$ cat config.mk
export PLATFORM = sky130hd
export DESIGN_NAME = cpu
export DESIGN_NICKNAME = d
export VERILOG_FILES = /design/src/lc3b_types.sv /design/src/cpu.sv /design/src/execute_stage.sv /design/src/forwarding_controller.sv /design/src/decode_stage.sv /design/src/register_file.sv /design/src/fetch_unit.sv
export VERILOG_INCLUDE_DIRS = /design/src
export SDC_FILE = /design/constraint.sdc
export NUM_CORES = 1
export LEC_CHECK = 0
export BUFFER_PORTS_ARGS = -buffer_cell sky130_fd_sc_hd__buf_4
export CAP_MARGIN = 10
export CORE_MARGIN = 3
export CORE_UTILIZATION = 56
export CTS_CLUSTER_SIZE = 12
export DETAILED_ROUTE_END_ITERATION = 8
export PLACE_DENSITY_LB_ADDON = 0.15
export RECOVER_POWER = 100
export SYNTH_ARGS = -nofsm -noshare
export SYNTH_HDL_FRONTEND = slang
export SYNTH_SLANG_ARGS = --single-unit
$ cat constraint.sdc
create_clock -name clk -period 3.51 [get_ports clk]
set_input_delay 0.702 -clock clk [delete_from_list [all_inputs] [get_ports clk]]
set_output_delay 0.702 -clock clk [all_outputs]
set_load 0.05 [all_outputs]
$ cat src/lc3b_config.svh
`ifndef LC3B_CONFIG_SVH
`define LC3B_CONFIG_SVH

// first fetch address after reset.
`define LC3B_RESET_PC 16'h0000

// data, address and instruction width.
`define LC3B_WORD_W 16

// register index width.
`define LC3B_REG_W 3

// number of general purpose registers.
`define LC3B_NUM_REGS (1 << `LC3B_REG_W)

// byte distance between two instruction words.
`define LC3B_PC_STEP 2

`endif
$ cat src/lc3b_types.sv
`default_nettype none

`include "lc3b_config.svh"

package lc3b_types;

    typedef logic [`LC3B_WORD_W-1:0] lc3b_word;
    typedef logic [`LC3B_REG_W-1:0] lc3b_reg;

    typedef enum logic [3:0] {
        op_br   = 4'b0000,
        op_add  = 4'b0001,
        op_ldb  = 4'b0010,
        op_stb  = 4'b0011,
        op_jsr  = 4'b0100,
        op_and  = 4'b0101,
        op_ldr  = 4'b0110,
        op_str  = 4'b0111,
        op_rti  = 4'b1000,
        op_not  = 4'b1001,
        op_ldi  = 4'b1010,
        op_sti  = 4'b1011,
        op_jmp  = 4'b1100,
        op_shf  = 4'b1101,
        op_lea  = 4'b1110,
        op_trap = 4'b1111
    } lc3b_opcode;

    typedef enum logic [1:0] {alu_add, alu_and, alu_not} lc3b_alu_op;

    typedef enum logic {fwd_none, fwd_wb} lc3b_fwd_sel;

    typedef enum logic {fetch_idle, fetch_req} lc3b_fetch_state;

    typedef struct packed {
        lc3b_alu_op aluop;
        logic       use_imm;
        lc3b_word   imm;            // sign-extended imm5.
        lc3b_reg    sr1;
        lc3b_reg    sr2;
        lc3b_reg    dest;
        logic       load_regfile;
    } lc3b_control_word;

    typedef struct packed {
        lc3b_control_word control;
        lc3b_word         sr1_data;
        lc3b_word         sr2_data;
        logic             valid;
    } lc3b_ex_in;

    typedef struct packed {
        lc3b_reg  dest;
        lc3b_word data;
        logic     load;
        logic     valid;
    } lc3b_wb_out;

endpackage : lc3b_types

`default_nettype wire

$ cat src/cpu.sv
`timescale 1ns/10ps
`default_nettype none

module cpu (
    input  logic                 clk,
    input  logic                 rst_n,

    // instruction port.
    output logic                 imem_read,
    output lc3b_types::lc3b_word imem_addr,
    input  lc3b_types::lc3b_word imem_rdata,
    input  logic                 imem_resp,

    // writeback port.
    output logic                 wb_valid,
    output lc3b_types::lc3b_reg  wb_dest,
    output lc3b_types::lc3b_word wb_data
);

    import lc3b_types::*;

    lc3b_word    fetch_ir;
    logic        fetch_valid;
    lc3b_reg     rd_a;
    lc3b_reg     rd_b;
    lc3b_word    data_a;
    lc3b_word    data_b;
    lc3b_ex_in   ex_in;
    lc3b_fwd_sel fwd_a;
    lc3b_fwd_sel fwd_b;
    lc3b_wb_out  wb;

    fetch_unit _fetch_unit (
        .clk, .rst_n,
        .imem_read, .imem_addr, .imem_rdata, .imem_resp,
        .fetch_ir, .fetch_valid
    );

    decode_stage _decode_stage (
        .clk, .rst_n,
        .fetch_ir, .fetch_valid,
        .rd_a, .rd_b, .data_a, .data_b,
        .ex_in
    );

    register_file _register_file (
        .clk, .rst_n,
        .rd_a, .rd_b, .data_a, .data_b,
        .wb
    );

    forwarding_controller _forwarding_controller (.ex_in, .wb, .fwd_a, .fwd_b);

    execute_stage _execute_stage (.clk, .rst_n, .ex_in, .fwd_a, .fwd_b, .wb);

    assign wb_valid = wb.valid && wb.load;      // no-ops retire silently.
    assign wb_dest  = wb.dest;
    assign wb_data  = wb.data;

endmodule : cpu

`default_nettype wire

$ cat src/execute_stage.sv
`timescale 1ns/10ps
`default_nettype none

module execute_stage (
    input  logic                    clk,
    input  logic                    rst_n,

    input  lc3b_types::lc3b_ex_in   ex_in,
    input  lc3b_types::lc3b_fwd_sel fwd_a,
    input  lc3b_types::lc3b_fwd_sel fwd_b,

    output lc3b_types::lc3b_wb_out  wb
);

    import lc3b_types::*;

    lc3b_word opnd_a;
    lc3b_word opnd_b;
    lc3b_word alu_b;
    lc3b_word alu_out;

    // forwarding muxes.
    always_comb begin
        opnd_a = ex_in.sr1_data;
        opnd_b = ex_in.sr2_data;
        if (fwd_a == fwd_wb) begin
            opnd_a = wb.data;
        end
        if (fwd_b == fwd_wb) begin
            opnd_b = wb.data;
        end
    end

    assign alu_b = ex_in.control.use_imm ? ex_in.control.imm : opnd_b;

    always_comb begin
        case (ex_in.control.aluop)
            alu_add: alu_out = opnd_a + alu_b;
            alu_and: alu_out = opnd_a & alu_b;
            alu_not: alu_out = ~opnd_a;
            default: alu_out = opnd_a;
        endcase
    end

    // EX/WB barrier.
    always_ff @(posedge clk) begin
        if (!rst_n) begin
            wb.valid <= 1'b0;
            wb.load  <= 1'b0;
        end else begin
            wb.valid <= ex_in.valid;
            wb.load  <= ex_in.control.load_regfile;
        end
        wb.dest <= ex_in.control.dest;
        wb.data <= alu_out;
    end

endmodule : execute_stage

`default_nettype wire

$ cat src/forwarding_controller.sv
`timescale 1ns/10ps
`default_nettype none

module forwarding_controller (
    input  lc3b_types::lc3b_ex_in   ex_in,
    input  lc3b_types::lc3b_wb_out  wb,

    output lc3b_types::lc3b_fwd_sel fwd_a,
    output lc3b_types::lc3b_fwd_sel fwd_b
);

    import lc3b_types::*;

    logic wb_live;
    logic hit_a;
    logic hit_b;

    // only a valid pair with a register load can forward.
    assign wb_live = ex_in.valid && wb.valid && wb.load;

    assign hit_a = wb_live && (wb.dest == ex_in.control.sr1);

    // immediate forms never read sr2.
    assign hit_b = wb_live && !ex_in.control.use_imm && (wb.dest == ex_in.control.sr2);

    always_comb begin
        fwd_a = fwd_none;
        fwd_b = fwd_none;
        if (hit_a) begin
            fwd_a = fwd_wb;
        end
        if (hit_b) begin
            fwd_b = fwd_wb;
        end
    end

endmodule : forwarding_controller

`default_nettype wire

$ cat src/decode_stage.sv
`timescale 1ns/10ps
`default_nettype none

module decode_stage (
    input  logic                  clk,
    input  logic                  rst_n,

    input  lc3b_types::lc3b_word  fetch_ir,
    input  logic                  fetch_valid,

    output lc3b_types::lc3b_reg   rd_a,
    output lc3b_types::lc3b_reg   rd_b,
    input  lc3b_types::lc3b_word  data_a,
    input  lc3b_types::lc3b_word  data_b,

    output lc3b_types::lc3b_ex_in ex_in
);

    import lc3b_types::*;

    lc3b_word          if_id_ir;
    logic              if_id_valid;
    lc3b_control_word  control;
    logic signed [4:0] imm5;

    // IF/ID barrier.
    always_ff @(posedge clk) begin
        if (!rst_n) begin
            if_id_valid <= 1'b0;
        end else begin
            if_id_valid <= fetch_valid;     // bubble when no response.
        end
        if (fetch_valid) begin
            if_id_ir <= fetch_ir;
        end
    end

    assign imm5 = if_id_ir[4:0];

    always_comb begin
        control.aluop        = alu_add;
        control.use_imm      = 1'b0;
        control.imm          = lc3b_word'(imm5);
        control.sr1          = if_id_ir[8:6];
        control.sr2          = if_id_ir[2:0];
        control.dest         = if_id_ir[11:9];
        control.load_regfile = 1'b0;
        case (lc3b_opcode'(if_id_ir[15:12]))
            op_add: begin
                control.use_imm      = if_id_ir[5];
                control.load_regfile = 1'b1;
            end
            op_and: begin
                control.aluop        = alu_and;
                control.use_imm      = if_id_ir[5];
                control.load_regfile = 1'b1;
            end
            op_not: begin
                control.aluop        = alu_not;
                control.load_regfile = 1'b1;
            end
            default: control.load_regfile = 1'b0;   // passes down as a no-op.
        endcase
    end

    assign rd_a = control.sr1;
    assign rd_b = control.sr2;

    // ID/EX barrier.
    always_ff @(posedge clk) begin
        if (!rst_n) begin
            ex_in.valid <= 1'b0;
        end else begin
            ex_in.valid <= if_id_valid;
        end
        ex_in.control  <= control;
        ex_in.sr1_data <= data_a;
        ex_in.sr2_data <= data_b;
    end

endmodule : decode_stage

`default_nettype wire

$ cat src/register_file.sv
`timescale 1ns/10ps
`default_nettype none

`include "lc3b_config.svh"

module register_file (
    input  logic                   clk,
    input  logic                   rst_n,

    input  lc3b_types::lc3b_reg    rd_a,
    input  lc3b_types::lc3b_reg    rd_b,
    output lc3b_types::lc3b_word   data_a,
    output lc3b_types::lc3b_word   data_b,

    input  lc3b_types::lc3b_wb_out wb
);

    import lc3b_types::*;

    lc3b_word regs [`LC3B_NUM_REGS];
    logic     wr_en;

    assign wr_en = wb.valid && wb.load;

    always_ff @(posedge clk) begin
        if (!rst_n) begin
            for (int i = 0; i < `LC3B_NUM_REGS; i++) begin
                regs[i] <= '0;
            end
        end else if (wr_en) begin
            regs[wb.dest] <= wb.data;
        end
    end

    // write-through bypass lets decode see the value retiring this cycle.
    assign data_a = (wr_en && (wb.dest == rd_a)) ? wb.data : regs[rd_a];
    assign data_b = (wr_en && (wb.dest == rd_b)) ? wb.data : regs[rd_b];

endmodule : register_file

`default_nettype wire

$ cat src/fetch_unit.sv
`timescale 1ns/10ps
`default_nettype none

`include "lc3b_config.svh"

module fetch_unit (
    input  logic                 clk,
    input  logic                 rst_n,

    output logic                 imem_read,
    output lc3b_types::lc3b_word imem_addr,
    input  lc3b_types::lc3b_word imem_rdata,
    input  logic                 imem_resp,

    output lc3b_types::lc3b_word fetch_ir,
    output logic                 fetch_valid
);

    import lc3b_types::*;

    lc3b_fetch_state state;
    lc3b_word        pc;

    always_ff @(posedge clk) begin
        if (!rst_n) begin
            state <= fetch_idle;
            pc    <= `LC3B_RESET_PC;
        end else begin
            case (state)
                fetch_idle: state <= fetch_req;     // open the first request.
                fetch_req: begin
                    // the next request opens at pc + 2 right after a response.
                    if (imem_resp) begin
                        pc <= pc + lc3b_word'(`LC3B_PC_STEP);
                    end
                end
                default: state <= fetch_idle;
            endcase
        end
    end

    assign imem_read = (state == fetch_req);
    assign imem_addr = pc;                          // held until the response.

    // the word goes straight to the IF/ID barrier.
    assign fetch_ir    = imem_rdata;
    assign fetch_valid = imem_resp && (state == fetch_req);

endmodule : fetch_unit

`default_nettype wire

* After elaboration in Yosys (flattened, before gate mapping) *
Memory sizes are Yosys's and may differ from the RTL's. A register that Yosys moved wholly into a read port is not among the register bits.
Index checks and enable logic that the tools add are counted.

word-level totals
  bits in registers = 106
  bits in latches = 0
  RAM bits = 128
  bits in read-only memories = 0
  bits of input ports = 19
  output and inout bits = 37
  logic and storage cells = 67
  memories = 1

operators by class
  add/subtract/negate cells = 2
  $mul = 0
  divide/modulo/power cells = 0
  order comparisons = 0
  eq/ne operators = 9
  shift operators = 0
  muxes and demuxes = 20
  bitwise operators = 2
  reductions and logical operators = 15

memory list
  name                 words  bits a word  rd ports  clocked after Yosys merged registers in  write ports  RTL line             source
  _register_file.regs  8      16           2         2                                        8            register_file.sv:20  lc3b_word regs [`LC3B_NUM_REGS];

operators by type and width
  operator                                                               number
  16-bit 2-to-1 mux                                                      6
  16-bit one-hot mux with 3 select lines                                 1
  16-bit adder                                                           1
  16-bit by 2-bit adder with 16-bit output, second input constant        1
  16-bit AND                                                             1
  16-bit NOT                                                             1
  16-bit OR reduction                                                    1
  3-bit equality test                                                    4
  1-bit logical AND                                                      9
  1-bit 2-to-1 mux                                                       9
  3-bit 2-to-1 mux                                                       3
  4-bit by 1-bit equality test with 1-bit output, second input constant  1
  4-bit by 3-bit equality test with 1-bit output, second input constant  1
  4-bit equality test, second input constant                             1
  2-bit one-hot mux with 2 select lines                                  1
  3-bit OR reduction                                                     1
  2-bit by 1-bit equality test with 1-bit output, second input constant  1
  2-bit equality test, second input constant                             1
  2-bit zero test                                                        1
  2-bit AND reduction                                                    1
  2-bit OR reduction                                                     1
  1-bit zero test                                                        1

* Depth between registers and ports, before layout *
Gate-level depths: netlist of run 1.

  word-level depth = 9
  gate-level depth with buffers = 17
  gate-level depth less buffers = 15

* Cells and area by module *
A second synthesis of run 1 with hierarchy kept.

second synthesis, totals
  cells, all modules = 911
  area total of the unflattened synthesis = 12231.7 um^2

by module, submodules not included
  module                 times used  cells each  area each (um^2)  sequential area each (um^2)
  register_file          1           447         7455.9            3843.7
  execute_stage          1           259         2140.8            420.4
  decode_stage           1           92          1665.3            1461.4
  fetch_unit             1           102         872.1             320.3
  forwarding_controller  1           10          91.3              0.0
  cpu                    1           1           6.3               0.0

* Least setup slack after synthesis of run 1 *
Ideal clock, no wire load.

  kind = flip-flop to flip-flop
  start = reg, netlist name _execute_stage.wb[18]
  end = reg, netlist name _execute_stage.wb[17]
  library setup time = 0.091 ns
  arrival time = 3.492 ns
  required time = 3.419 ns
  path slack = -0.073 ns
  cell stages (with the launch flop) = 16
  path buffers = 2
  period minus slack after synthesis = 3.583 ns
  cell sequence = dfxtp_1 -> buf_6 -> xor2_1 -> nor4_4 -> clkbuf_1 -> mux2_2 -> ha_1 -> a21oi_1 -> o21bai_1 -> a21o_1 -> a221o_1 -> a21oi_1 -> nor2b_1 -> o21ai_0 -> o21ai_0 -> a311oi_1

between the ends
  word-level cells in the longest chain between the ends = 7
  elaborated cells between the ends (all ways) = 13
  classes of those cells = 1 x add/sub; 2 x eq/ne; 6 x mux; 2 x bitwise; 2 x reduce/logical

RTL lines
  what                                        RTL line                                  source
  3-bit equality test                         forwarding_controller.sv:24               assign hit_b = wb_live && !ex_in.control.use_imm && (wb.dest == ex_in.control.sr2);
  1-bit logical AND                           forwarding_controller.sv:24
  1-bit 2-to-1 mux                            forwarding_controller.sv:32               if (hit_b) begin
  16-bit 2-to-1 mux                           execute_stage.sv:29                       if (fwd_b == fwd_wb) begin
  16-bit 2-to-1 mux                           execute_stage.sv:34                       assign alu_b = ex_in.control.use_imm ? ex_in.control.imm : opnd_b;
  16-bit adder or 16-bit AND (tied branches)  execute_stage.sv:38, execute_stage.sv:39
  16-bit one-hot mux with 3 select lines *    execute_stage.sv:37                       case (ex_in.control.aluop)
  via _execute_stage.alu_out[15]              execute_stage.sv:20                       lc3b_word alu_out;

Mark *: on every way through the listed nets, which the timed path passes. The rest lies on a longest branch.
A chain may end at the register's enable or synchronous reset.

* Worst setup path after layout of run 1 *
  start = reg, netlist name _execute_stage.wb[20]
  end = reg, netlist name _execute_stage.wb[17]

between the ends
  word-level cells in the longest chain between the ends = 7
  elaborated cells between the ends (all ways) = 13
  classes of those cells = 1 x add/sub; 2 x eq/ne; 6 x mux; 2 x bitwise; 2 x reduce/logical

RTL lines
  what                                        RTL line
  3-bit equality test                         forwarding_controller.sv:24
  1-bit logical AND                           forwarding_controller.sv:24
  1-bit 2-to-1 mux                            forwarding_controller.sv:32
  16-bit 2-to-1 mux                           execute_stage.sv:29
  16-bit 2-to-1 mux                           execute_stage.sv:34
  16-bit adder or 16-bit AND (tied branches)  execute_stage.sv:38, execute_stage.sv:39
  16-bit one-hot mux with 3 select lines *    execute_stage.sv:37
  via _execute_stage.alu_out[15]              execute_stage.sv:20

Marked as above.

==> flow_summary.json, run 1 <==
{
  "antenna_found_initial": 0,
  "fp.dieArea_um2": 23000,
  "multi_input_area_um2": 5410,
  "cap_violations": 0,
  "cp-startpoint": "_execute_stage.wb[20]",
  "cell_family_contributing_the_most_delay_on_the_critical_path": "compound AO/OA/AOI/OAI gates",
  "critical_path_arrival_ps": 3830,
  "power_density_nw_per_um2": 550,
  "synth_cells": 993,
  "hpwlAfterDp_um": 18300,
  "via_count": 7600,
  "synthFlopType": "sky130_fd_sc_hd__edfxtp_1",
  "synth.yosys.warnings": 0,
  "vdd.ir_drop.worst_mv": 0.347,
  "asyncSetResetFlopFracSynth": 0,
  "synth-edff-count": 144,
  "coreArea_um2": 20600,
  "critPathBufInv": 2,
  "min-delay-path-class": "flop to flop",
  "synth_sequential_area_ratio": 0.518,
  "cts_max_path_buffers": 3,
  "clkSinkCount": 236,
  "grt.overflow.total": 0,
  "worst_setup_hold_path_clk_slew_ps": 60,
  "starting_density": 0.579,
  "fraction_of_layout_instances_using_a_drive_strength_above_1": 0.201,
  "cp_max_fo": 8,
  "crit_slowest_cell": "sky130_fd_sc_hd__a221o_1",
  "design.final.nets": 1085,
  "final_min_period_over_clock_period": 0.971,
  "drc_markers": 0,
  "achievable-frequency_ghz": 0.293,
  "fin_crit_ps": 3410,
  "post_synth_instance_area_um2": 11900,
  "cts-htree-levels": 1,
  "largest_net_degree_at_the_start_of_global_routing": 33,
  "fill_cells": 1616,
  "cts_made_buffers": 26,
  "root_buffer": "sky130_fd_sc_hd__clkbuf_16",
  "firstDrtPassIters": 5,
  "timing_hold_violations_final": 0,
  "antenna_left": 0,
  "grt_util_all_layers": 0.238,
  "run_status": "finished, final reports clean",
  "clock_tree_from_tritoncts": "built",
  "route.detailed.vias_per_inst": 5.68,
  "antenna_cells": 0,
  "chipHeight_um": 152,
  "tightestPinTransition_ps": 1220,
  "endpoint_kind": "flop",
  "synthesis.nets": 1030,
  "setup_viol": 0,
  "gp_routability_congestion": 0.972,
  "placedCellCount": 1276,
  "timing.hold.worst.start": "_decode_stage.ex_in[36]",
  "power_w": 0.00743,
  "slew_viol_final": 0,
  "ys_seq_elements": 236,
  "final.setup_skew_ps": 26.0,
  "reg2reg_from": "_execute_stage.wb[20]",
  "postRouteWirelength_um": 27100,
  "area_delta_synth_final_pct": 13.4,
  "ios": 56,
  "stdcell_count": 1337,
  "worstSkewPairLatency_ps": 530,
  "first_pass_grt_wire_length_um": 41900,
  "critical_path_cell_list": "xor2_1 > nor4_4 > buf_12 > buf_4 > mux2_2 > ha_2 > a21oi_2 > o21bai_1 > a21o_1 > a221o_1 > a21oi_2 > nor2b_1 > o21ai_0 > o21ai_0 > a311oi_1",
  "synth_area_per_cell_um2": 12.0,
  "synth_cell_type_count": 54,
  "critical_path_required_ps": 3940,
  "max-slew-margin-rel": 0.183,
  "wl_per_cell_um": 20.3,
  "crit_path_start_kind": "flop",
  "first_global_vias": 7570,
  "crit_path_largest_cell_delay_ps": 370,
  "placement.io_buffers": 54,
  "chipWidth_um": 152,
  "crit_type": "flop to flop",
  "fp-row-count": 52,
  "holdBufCountCts": 0,
  "regArea_um2": 6170,
  "leakagePower_nw": 5.00,
  "drtIter0Drc": 452
}
sequential cells by signal, summed over array words and instances, names as in the netlist, named ones only:
name	count
_decode_stage.if_id_ir	16
_execute_stage.wb	21
_register_file.regs	128
_decode_stage.ex_in	48
_fetch_unit.imem_read	1
_decode_stage.if_id_valid	1
_fetch_unit.imem_addr	15
metrics by stage:
step           instance area [µm²]  utilization  setup TNS, ps  setup WS [ps]  hold WS, ps
6_report                     13500        0.656              0            101          329
5_1_grt                      13500        0.656          -87.9          -39.8          331
4_1_cts                      13500        0.655              0           37.9          329
3_5_place_dp                 12700        0.615          -9.46          -9.46          316
3_3_place_gp                 12700        0.615              0            100          315
2_1_floorplan                11900            -              0           40.4          310
cell families after synthesis:
group	after synthesis	share of synthesized area
simple gates	343	0.152
flops	236	0.518
xor+xnor	47	0.0346
buf+inv	106	0.0406
compound gates	119	0.0625
other cells	1	0.000315
fa+ha+maj	18	0.0195
mux	123	0.172
final timing paths:
check | end | slack, ps | cells after the start
worst min-delay path | _execute_stage.wb[20] | 330 | 0
worst max-delay path | _execute_stage.wb[17] | 100 | 15
worst max register to register | _execute_stage.wb[17] | 100 | 15
worst min register to register | _execute_stage.wb[20] | 330 | 0
Yosys cell counts, drive strengths merged (2+ instances only):
| library cell | n | area (µm²) |
|---|---|---|
| nor2b | 5 | 31.3 |
| a21boi | 3 | 22.5 |
| ha | 17 | 213 |
| xnor2 | 20 | 175 |
| nor3 | 11 | 60.1 |
| edfxtp | 144 | 4320 |
| o21a | 2 | 15.0 |
| nand3b | 4 | 30.0 |
| nand2 | 111 | 417 |
| a31oi | 14 | 87.6 |
| o221ai | 2 | 17.5 |
| a21oi | 19 | 103 |
| nor3b | 3 | 22.5 |
| o31ai | 2 | 20.0 |
| xor2 | 27 | 236 |
| mux2 | 15 | 169 |
| mux4 | 64 | 1440 |
| nand3 | 8 | 40.0 |
| a221oi | 4 | 41.3 |
| nor2 | 32 | 120 |
| and3 | 5 | 32.5 |
| a2111oi | 2 | 30.0 |
| dfxtp | 92 | 1840 |
| and2 | 135 | 845 |
| inv | 14 | 52.6 |
| mux2i | 44 | 440 |
| o21ai | 53 | 265 |
| a211oi | 5 | 37.5 |
| nand4 | 7 | 43.8 |
| buf | 33 | 209 |
| a311oi | 3 | 26.3 |
| nand2b | 9 | 56.3 |
| clkbuf | 59 | 221 |
| a21o | 6 | 45.0 |
| nor4 | 9 | 86.3 |
| or3 | 2 | 12.5 |
metal layers:
| layer | vias to the layer above | routed length, µm | GRT usage |
|---|---|---|---|
| li1 | 3671 | - | - |
| met1 | 3683 | 11700 | 0.341 |
| met2 | 201 | 13400 | 0.393 |
| met3 | 45 | 1400 | 0.0294 |
| met4 | 0 | 566 | 0.0553 |
| met5 | - | 0 | 0 |
worst reg2reg max path: stages (launching register included):
cell and delay, ps:
sky130_fd_sc_hd__dfxtp_2 350, sky130_fd_sc_hd__xor2_1 190, sky130_fd_sc_hd__nor4_4 360, sky130_fd_sc_hd__buf_12 180, sky130_fd_sc_hd__buf_4 120, sky130_fd_sc_hd__mux2_2 360, sky130_fd_sc_hd__ha_2 200, sky130_fd_sc_hd__a21oi_2 160
sky130_fd_sc_hd__o21bai_1 80, sky130_fd_sc_hd__a21o_1 220, sky130_fd_sc_hd__a221o_1 370, sky130_fd_sc_hd__a21oi_2 180, sky130_fd_sc_hd__nor2b_1 60, sky130_fd_sc_hd__o21ai_0 140, sky130_fd_sc_hd__o21ai_0 100, sky130_fd_sc_hd__a311oi_1 250
cell type report:
class | instances | area share
flip-flops and latches | 236 | 0.457
multi-input cells | 651 | 0.401
repair buffers | 119 | 0.0536
clock buffers | 38 | 0.0530
well taps | 270 | 0.0250
clock inverters | 9 | 0.00621
inverters | 14 | 0.00389
cells in the final DEF, fill, tap and decap left out, types with 20 or more instances in the layout:
master,n
sky130_fd_sc_hd__mux4_2,64
sky130_fd_sc_hd__and2_0,62
sky130_fd_sc_hd__o21ai_0,50
sky130_fd_sc_hd__clkbuf_16,27
sky130_fd_sc_hd__mux2i_1,42
sky130_fd_sc_hd__nand2_1,110
sky130_fd_sc_hd__dfxtp_1,89
sky130_fd_sc_hd__xnor2_1,20
sky130_fd_sc_hd__xor2_1,27
sky130_fd_sc_hd__buf_4,43
sky130_fd_sc_hd__edfxtp_1,144
sky130_fd_sc_hd__nor2_1,32
sky130_fd_sc_hd__clkbuf_1,62
sky130_fd_sc_hd__and2_1,72
repair_timing:
item,in CTS,in global routing
endpoints found under the setup margin,2,8
gates cloned,0,2
buffers inserted,1,11
resized for setup,2,31
pin swaps,1,11
power by group:
part           internal, W  switching [W]  leakage [nW]
registers          0.00314       0.000374          2.24
clock network      0.00149        0.00106         0.385
logic             0.000533       0.000834          2.37
Note: power is estimated with default switching activity, not from simulation.
==> run 2, diff against run 1 <==
--- a/config.mk
+++ b/config.mk
@@ -8,10 +8,12 @@
 export LEC_CHECK = 0
 export BUFFER_PORTS_ARGS = -buffer_cell sky130_fd_sc_hd__buf_4
 export CAP_MARGIN = 10
+export CORE_ASPECT_RATIO = 1.1
 export CORE_MARGIN = 3
 export CORE_UTILIZATION = 56
 export CTS_CLUSTER_SIZE = 12
 export DETAILED_ROUTE_END_ITERATION = 8
+export GPL_TIMING_DRIVEN = 0
 export PLACE_DENSITY_LB_ADDON = 0.15
 export RECOVER_POWER = 100
 export SYNTH_ARGS = -nofsm -noshare
==> flow_summary.json, run 2 (synthesized netlist as in run 1, its figures left out) <==
{
  "cts-htree-levels": 1,
  "gp_routability_congestion": 0.869,
  "chipHeight_um": 159,
  "worstSkewPairLatency_ps": 520,
  "cp_max_fo": 5,
  "first_pass_grt_wire_length_um": 42900,
  "antenna_left": 0,
  "layout_commonest_cell": "sky130_fd_sc_hd__edfxtp_1",
  "setup_viol": 0,
  "antenna_cells": 0,
  "coreArea_um2": 20700,
  "holdBufCountCts": 0,
  "r2r.worst_path.cells": 13,
  "ios": 56,
  "power.share.combinational": 0.222,
  "antenna_found_initial": 0,
  "drtIter0Drc": 556,
  "largest_net_degree_at_the_start_of_global_routing": 26,
  "fill_cells": 1584,
  "rsz_0062_raised_after_global_routing": "yes",
  "largest_registers": "_register_file.regs x128, _decode_stage.ex_in x48, _execute_stage.wb x21",
  "power_density_nw_per_um2": 550,
  "critical_path_required_ps": 3970,
  "timing.setup.tns_ps": 0,
  "firstDrtPassIters": 5,
  "sequentialPowerShare": 0.434,
  "area_delta_synth_final_pct": 16.6,
  "stdcell_count": 1408,
  "first_global_vias": 7996,
  "starting_density": 0.575,
  "hpwlAfterDp_um": 19600,
  "final_min_period_over_clock_period": 1.00,
  "pre_cts_ws_ps": -666,
  "cap_violations": 0,
  "leakagePower_nw": 5.07,
  "postRouteWirelength_um": 26700,
  "cts_made_buffers": 26,
  "grt.overflow.total": 0,
  "run_status": "finished, final reports clean",
  "total_switching_power_w": 0.00228,
  "wl_per_cell_um": 19.0,
  "cell_internal_pwr_w": 0.00535,
  "crit_path_start_kind": "flop",
  "regMostFlops": "_register_file.regs",
  "fp-row-count": 55,
  "chipWidth_um": 145,
  "number_of_flip_flops_under_the_largest_register_name": 128,
  "max-slew-margin-rel": 0.343,
  "fp.dieArea_um2": 23000,
  "final_cell_area_um2": 13900,
  "achievable-frequency_ghz": 0.285,
  "grt_util_all_layers": 0.227,
  "swShare": 0.299,
  "worst_setup_hold_path_clk_slew_ps": 60,
  "tightestPinTransition_ps": 976,
  "cts_max_path_buffers": 3,
  "hold-path-cell-count": 1,
  "via_count": 7961,
  "placement.io_buffers": 54,
  "drc_markers": 0,
  "critical_path_arrival_ps": 3960,
  "part_of_the_total_power_dissipated_in_the_clock_network": 0.344,
  "clkSinkCount": 236,
  "vdd.ir_drop.worst_mv": 0.358,
  "placedCellCount": 1338,
  "fraction_of_layout_instances_using_a_drive_strength_above_1": 0.202,
  "postLayoutSetupSlackWorst_ps": 0.453,
  "endpoint_kind": "flop",
  "crit_type": "flop to flop",
  "post_dp_cell_area_um2": 12700,
  "design.final.nets": 1142,
  "timing_hold_violations_final": 0,
  "root_buffer": "sky130_fd_sc_hd__clkbuf_16",
  "final.setup_skew_ps": 15.6,
  "most-common-layout-cells": "sky130_fd_sc_hd__edfxtp_1, sky130_fd_sc_hd__nand2_1, sky130_fd_sc_hd__clkbuf_1",
  "min-delay-path-class": "input port to flop",
  "route.detailed.vias_per_inst": 5.65,
  "fin_crit_ps": 3510,
  "slew_viol_final": 0,
  "clock_tree_from_tritoncts": "built"
}
-- run 2: power by group through the flow --
stage | registers, W | clock network, W | logic, W
5_1_grt | 0.00334 | 0.00278 | 0.00183
3_5_place_dp | 0.00335 | 0 | 0.00163
3_3_place_gp | 0.00335 | 0 | 0.00159
6_report | 0.00331 | 0.00262 | 0.00170
4_1_cts | 0.00330 | 0.00266 | 0.00167
2_1_floorplan | 0.00329 | 0 | 0.00122
-- run 2: worst paths after layout --
kind	slack [ps]	startpoint	to
worst max-delay path	0.5	_execute_stage.wb[19]	_execute_stage.wb[15]
worst min register to register	330	_decode_stage.ex_in[35]	_execute_stage.wb[19]
worst min-delay path	330	rst_n	_fetch_unit.imem_read
worst max register to register	0.5	_execute_stage.wb[19]	_execute_stage.wb[15]
-- run 2: repair_timing --
| item | 4_1_cts | 5_1_grt |
|---|---|---|
| resized for setup | 30 | 37 |
| gates cloned | 0 | 1 |
| setup endpoints to repair | 11 | 10 |
| buffers inserted | 9 | 15 |
| pin swaps | 8 | 18 |
-- run 2: worst max-delay path, stage by stage, from the launching register on --
cell	delay, ps
sky130_fd_sc_hd__dfxtp_2	340
sky130_fd_sc_hd__xor2_1	190
sky130_fd_sc_hd__nor4_4	390
sky130_fd_sc_hd__buf_8	180
sky130_fd_sc_hd__mux2_2	360
sky130_fd_sc_hd__ha_1	370
sky130_fd_sc_hd__nand4_1	160
sky130_fd_sc_hd__buf_4	180
sky130_fd_sc_hd__a2111oi_4	340
sky130_fd_sc_hd__nor3_4	110
sky130_fd_sc_hd__buf_4	170
sky130_fd_sc_hd__o31ai_4	200
sky130_fd_sc_hd__mux2_4	330
sky130_fd_sc_hd__a21oi_2	120
-- run 2: cell type report --
class	instances	area (µm²)	share of cell area
buffer	90	473	0.0341
clock buffer	36	719	0.0519
clock inverter	10	101	0.00730
inverter	14	52.6	0.00379
multi-input combinational	651	5490	0.396
sequential	236	6170	0.445
tap	285	357	0.0257
timing repair buffer	86	514	0.0371
-- run 2: metal layers --
layer	global-route usage	vias to the layer above	share of wire
met5	0	-	0
met4	0.0536	0	0.023
met3	0.0317	58	0.059
met2	0.392	255	0.49
met1	0.309	3856	0.42
li1	-	3792	-
-- run 2: per-stage QoR --
stage	utilization	power [W]	hold WS, ps
after floorplan	-	0.00451	310
after global placement	0.612	0.00494	311
after detailed placement	0.614	0.00498	318
after CTS	0.663	0.00764	284
after global routing	0.670	0.00795	325
final	0.670	0.00763	326
==> run 3, diff against run 2 <==
--- a/config.mk
+++ b/config.mk
@@ -6,6 +6,7 @@
 export SDC_FILE = /design/constraint.sdc
 export NUM_CORES = 1
 export LEC_CHECK = 0
+export ABC_AREA = 1
 export BUFFER_PORTS_ARGS = -buffer_cell sky130_fd_sc_hd__buf_4
 export CAP_MARGIN = 10
 export CORE_ASPECT_RATIO = 1.1
==> flow_summary.json, run 3 <==
{
  "finish.utilization": 0.645,
  "design.final.nets": 1549,
  "asyncSetResetFlopFracSynth": 0,
  "grt.overflow.total": 0,
  "worstSkewPairLatency_ps": 540,
  "synthFlopType": "sky130_fd_sc_hd__edfxtp_1",
  "fin_crit_ps": 3220,
  "wl_per_cell_um": 18.0,
  "hpwlAfterDp_um": 24900,
  "root_buffer": "sky130_fd_sc_hd__clkbuf_16",
  "antenna_found_initial": 0,
  "crit_top_cell": "sky130_fd_sc_hd__nand3_1",
  "timing_hold_violations_final": 0,
  "starting_density": 0.575,
  "clock_tree_from_tritoncts": "built",
  "gp_routability_congestion": 0.980,
  "synth_area_leaders": "sky130_fd_sc_hd__edfxtp_1, sky130_fd_sc_hd__dfxtp_1, sky130_fd_sc_hd__o21ai_0, sky130_fd_sc_hd__nor2_1, sky130_fd_sc_hd__nand2_1",
  "critical_path_arrival_ps": 3650,
  "fill_cells": 1889,
  "layout_commonest_cell": "sky130_fd_sc_hd__nor2_1",
  "number_of_flip_flops_under_the_largest_register_name": 128,
  "final_min_period_over_clock_period": 0.918,
  "yosys.area.top_type_share": 0.362,
  "leakagePower_nw": 5.41,
  "chipWidth_um": 145,
  "worst-r2r-setup-slack_ps": 290,
  "cts_max_path_buffers": 3,
  "coreArea_um2": 20800,
  "rsz_0062_raised_after_global_routing": "no",
  "synth_cell_type_count": 45,
  "synthDominantAreaCellType": "sky130_fd_sc_hd__edfxtp_1",
  "holdBufCountCts": 0,
  "most-common-layout-cells": "sky130_fd_sc_hd__nor2_1, sky130_fd_sc_hd__o21ai_0, sky130_fd_sc_hd__nand2_1",
  "tightestPinTransition_ps": 913,
  "postRouteWirelength_um": 32700,
  "first_global_vias": 9870,
  "clkSinkCount": 236,
  "crit_path_largest_cell_delay_ps": 480,
  "max-slew-margin-rel": 0.391,
  "fraction_of_layout_instances_using_a_drive_strength_above_1": 0.0679,
  "cts-htree-levels": 1,
  "antenna_left": 0,
  "postCtsResizedCells": 0,
  "final.setup_skew_ps": 19.6,
  "fp-row-count": 55,
  "largest_registers": "_register_file.regs x128, _decode_stage.ex_in x48, _execute_stage.wb x21",
  "largest_net_degree_at_the_start_of_global_routing": 26,
  "route.detailed.vias_per_inst": 5.71,
  "power_w": 0.00790,
  "ios": 56,
  "synth.yosys.warnings": 0,
  "worst_setup_hold_path_clk_slew_ps": 60,
  "post_synth_instance_area_um2": 12000,
  "synth-edff-count": 144,
  "first_pass_grt_wire_length_um": 51500,
  "critical_path_cell_list": "inv_2 > nand2_1 > nand2_2 > nor2_4 > nand3_4 > clkbuf_2 > nand2_1 > a31oi_1 > ha_1 > a21oi_1 > a21boi_1 > nor2_1 > a211oi_1 > nand3_1 > nand3_1 > nand3_1",
  "synth_common_cells": "sky130_fd_sc_hd__nor2_1, sky130_fd_sc_hd__o21ai_0, sky130_fd_sc_hd__nand2_1",
  "cts_made_buffers": 26,
  "chipHeight_um": 159,
  "via_count": 10400,
  "area_delta_synth_final_pct": 12.1,
  "post_cts_buffers": 0,
  "synth_cells": 1430,
  "drc_markers": 0,
  "cp_max_fo": 10,
  "fp.dieArea_um2": 23100,
  "post-synth-top-count-cell": "sky130_fd_sc_hd__nor2_1",
  "firstDrtPassIters": 6,
  "antenna_cells": 0,
  "drtIter0Drc": 1011,
  "crit_slowest_cell": "sky130_fd_sc_hd__dfxtp_1",
  "setup_viol": 0,
  "endpoint_kind": "flop",
  "grt_util_all_layers": 0.274,
  "synth_area_per_cell_um2": 8.36,
  "synth_sequential_area_ratio": 0.516,
  "achievable-frequency_ghz": 0.310,
  "critical_path_required_ps": 3940,
  "crit_path_start_kind": "flop",
  "placement.io_buffers": 54,
  "crit_type": "flop to flop",
  "ys_seq_elements": 236,
  "power_density_nw_per_um2": 590,
  "synthesis.nets": 1467,
  "min-delay-path-class": "flop to flop",
  "slew_viol_final": 0,
  "cap_violations": 0,
  "run_status": "finished, final reports clean",
  "regMostFlops": "_register_file.regs",
  "vdd.ir_drop.worst_mv": 0.437
}
-- run 3: cell count changes after synthesis, sizes merged, moves of 15 or more --
cell	previous run	this run
nor2	32	207
o21ai	53	191
and2	135	1
inv	14	138
nand3	8	101
nand2	111	194
a21oi	19	95
mux4	64	0
o211ai	1	64
mux2i	44	0
xor2	27	4
clkbuf	59	80
xnor2	20	3
mux2	15	0
-- run 3: logic make-up (layout without fill, tap and decap cells) --
| logic type | after synthesis | after routing | synth area share |
|---|---|---|---|
| adder cells (fa/ha/maj) | 18 | 18 | 0.0195 |
| flip-flops | 236 | 236 | 0.516 |
| buffers and inverters | 255 | 357 | 0.0880 |
| AO/OA/AOI/OAI | 384 | 384 | 0.180 |
| AND/OR/NAND/NOR | 529 | 529 | 0.192 |
| XOR/XNOR | 7 | 7 | 0.00513 |
| other | 1 | 1 | 0.000314 |
-- run 3: final cells by class --
| cell class | count | area, µm² | area share |
|---|---|---|---|
| flip-flops and latches | 236 | 6170 | 0.460 |
| multi-input cells | 939 | 4720 | 0.352 |
| clock buffers | 41 | 738 | 0.0551 |
| inverters | 141 | 533 | 0.0398 |
| plain buffers | 113 | 522 | 0.0389 |
| well taps | 285 | 357 | 0.0266 |
| repair buffers | 55 | 270 | 0.0202 |
| clock inverters | 7 | 103 | 0.00765 |
-- run 3: path summary, 6_finish.rpt --
kind	startpoint	endpoint	cells after the start
min reg2reg	_decode_stage.ex_in[36]	_execute_stage.wb[20]	0
max reg2reg	_execute_stage.wb[18]	_execute_stage.wb[17]	16
max	_execute_stage.wb[18]	_execute_stage.wb[17]	16
min	_decode_stage.ex_in[36]	_execute_stage.wb[20]	0
-- run 3: where the power goes --
| group | leakage (nW) | total (W) | switching [W] | internal, W |
|---|---|---|---|---|
| clock | 0.408 | 0.00270 | 0.00110 | 0.00160 |
| sequential | 2.24 | 0.00329 | 0.000140 | 0.00315 |
| combinational | 2.76 | 0.00192 | 0.00138 | 0.000536 |
-- run 3: critical path, delay by kind of cell, from the launching register on --
kind,cells,cell delay [ps]
and+or+nand+nor,9,910
DFF,1,480
buffers and inverters,2,350
adders and majority gates,1,390
AOI/OAI and AO/OA,4,960
-- run 3: per-layer routing --
metal | wire length (µm) | part of all wire | vias to the layer above | track usage
li1 | - | - | 5028 | -
met1 | 13400 | 0.41 | 4765 | 0.359
met2 | 15700 | 0.48 | 499 | 0.467
met3 | 2560 | 0.078 | 88 | 0.0370
met4 | 996 | 0.030 | 0 | 0.100
met5 | 0 | 0 | - | 0
-- run 3: metrics by stage --
step           worst slack (ps)  TNS [ps]  hold WS [ps]  cell area (µm²)  instances
2_1_floorplan               671         0           310            12000       1430
3_3_place_gp              -31.7     -31.7           311            12700       1769
3_5_place_dp              -62.6     -62.6           318            12700       1769
4_1_cts                     112         0           285            13600       1816
5_1_grt                    33.9         0           340            13400       1817
6_report                    289         0           329            13400       1817
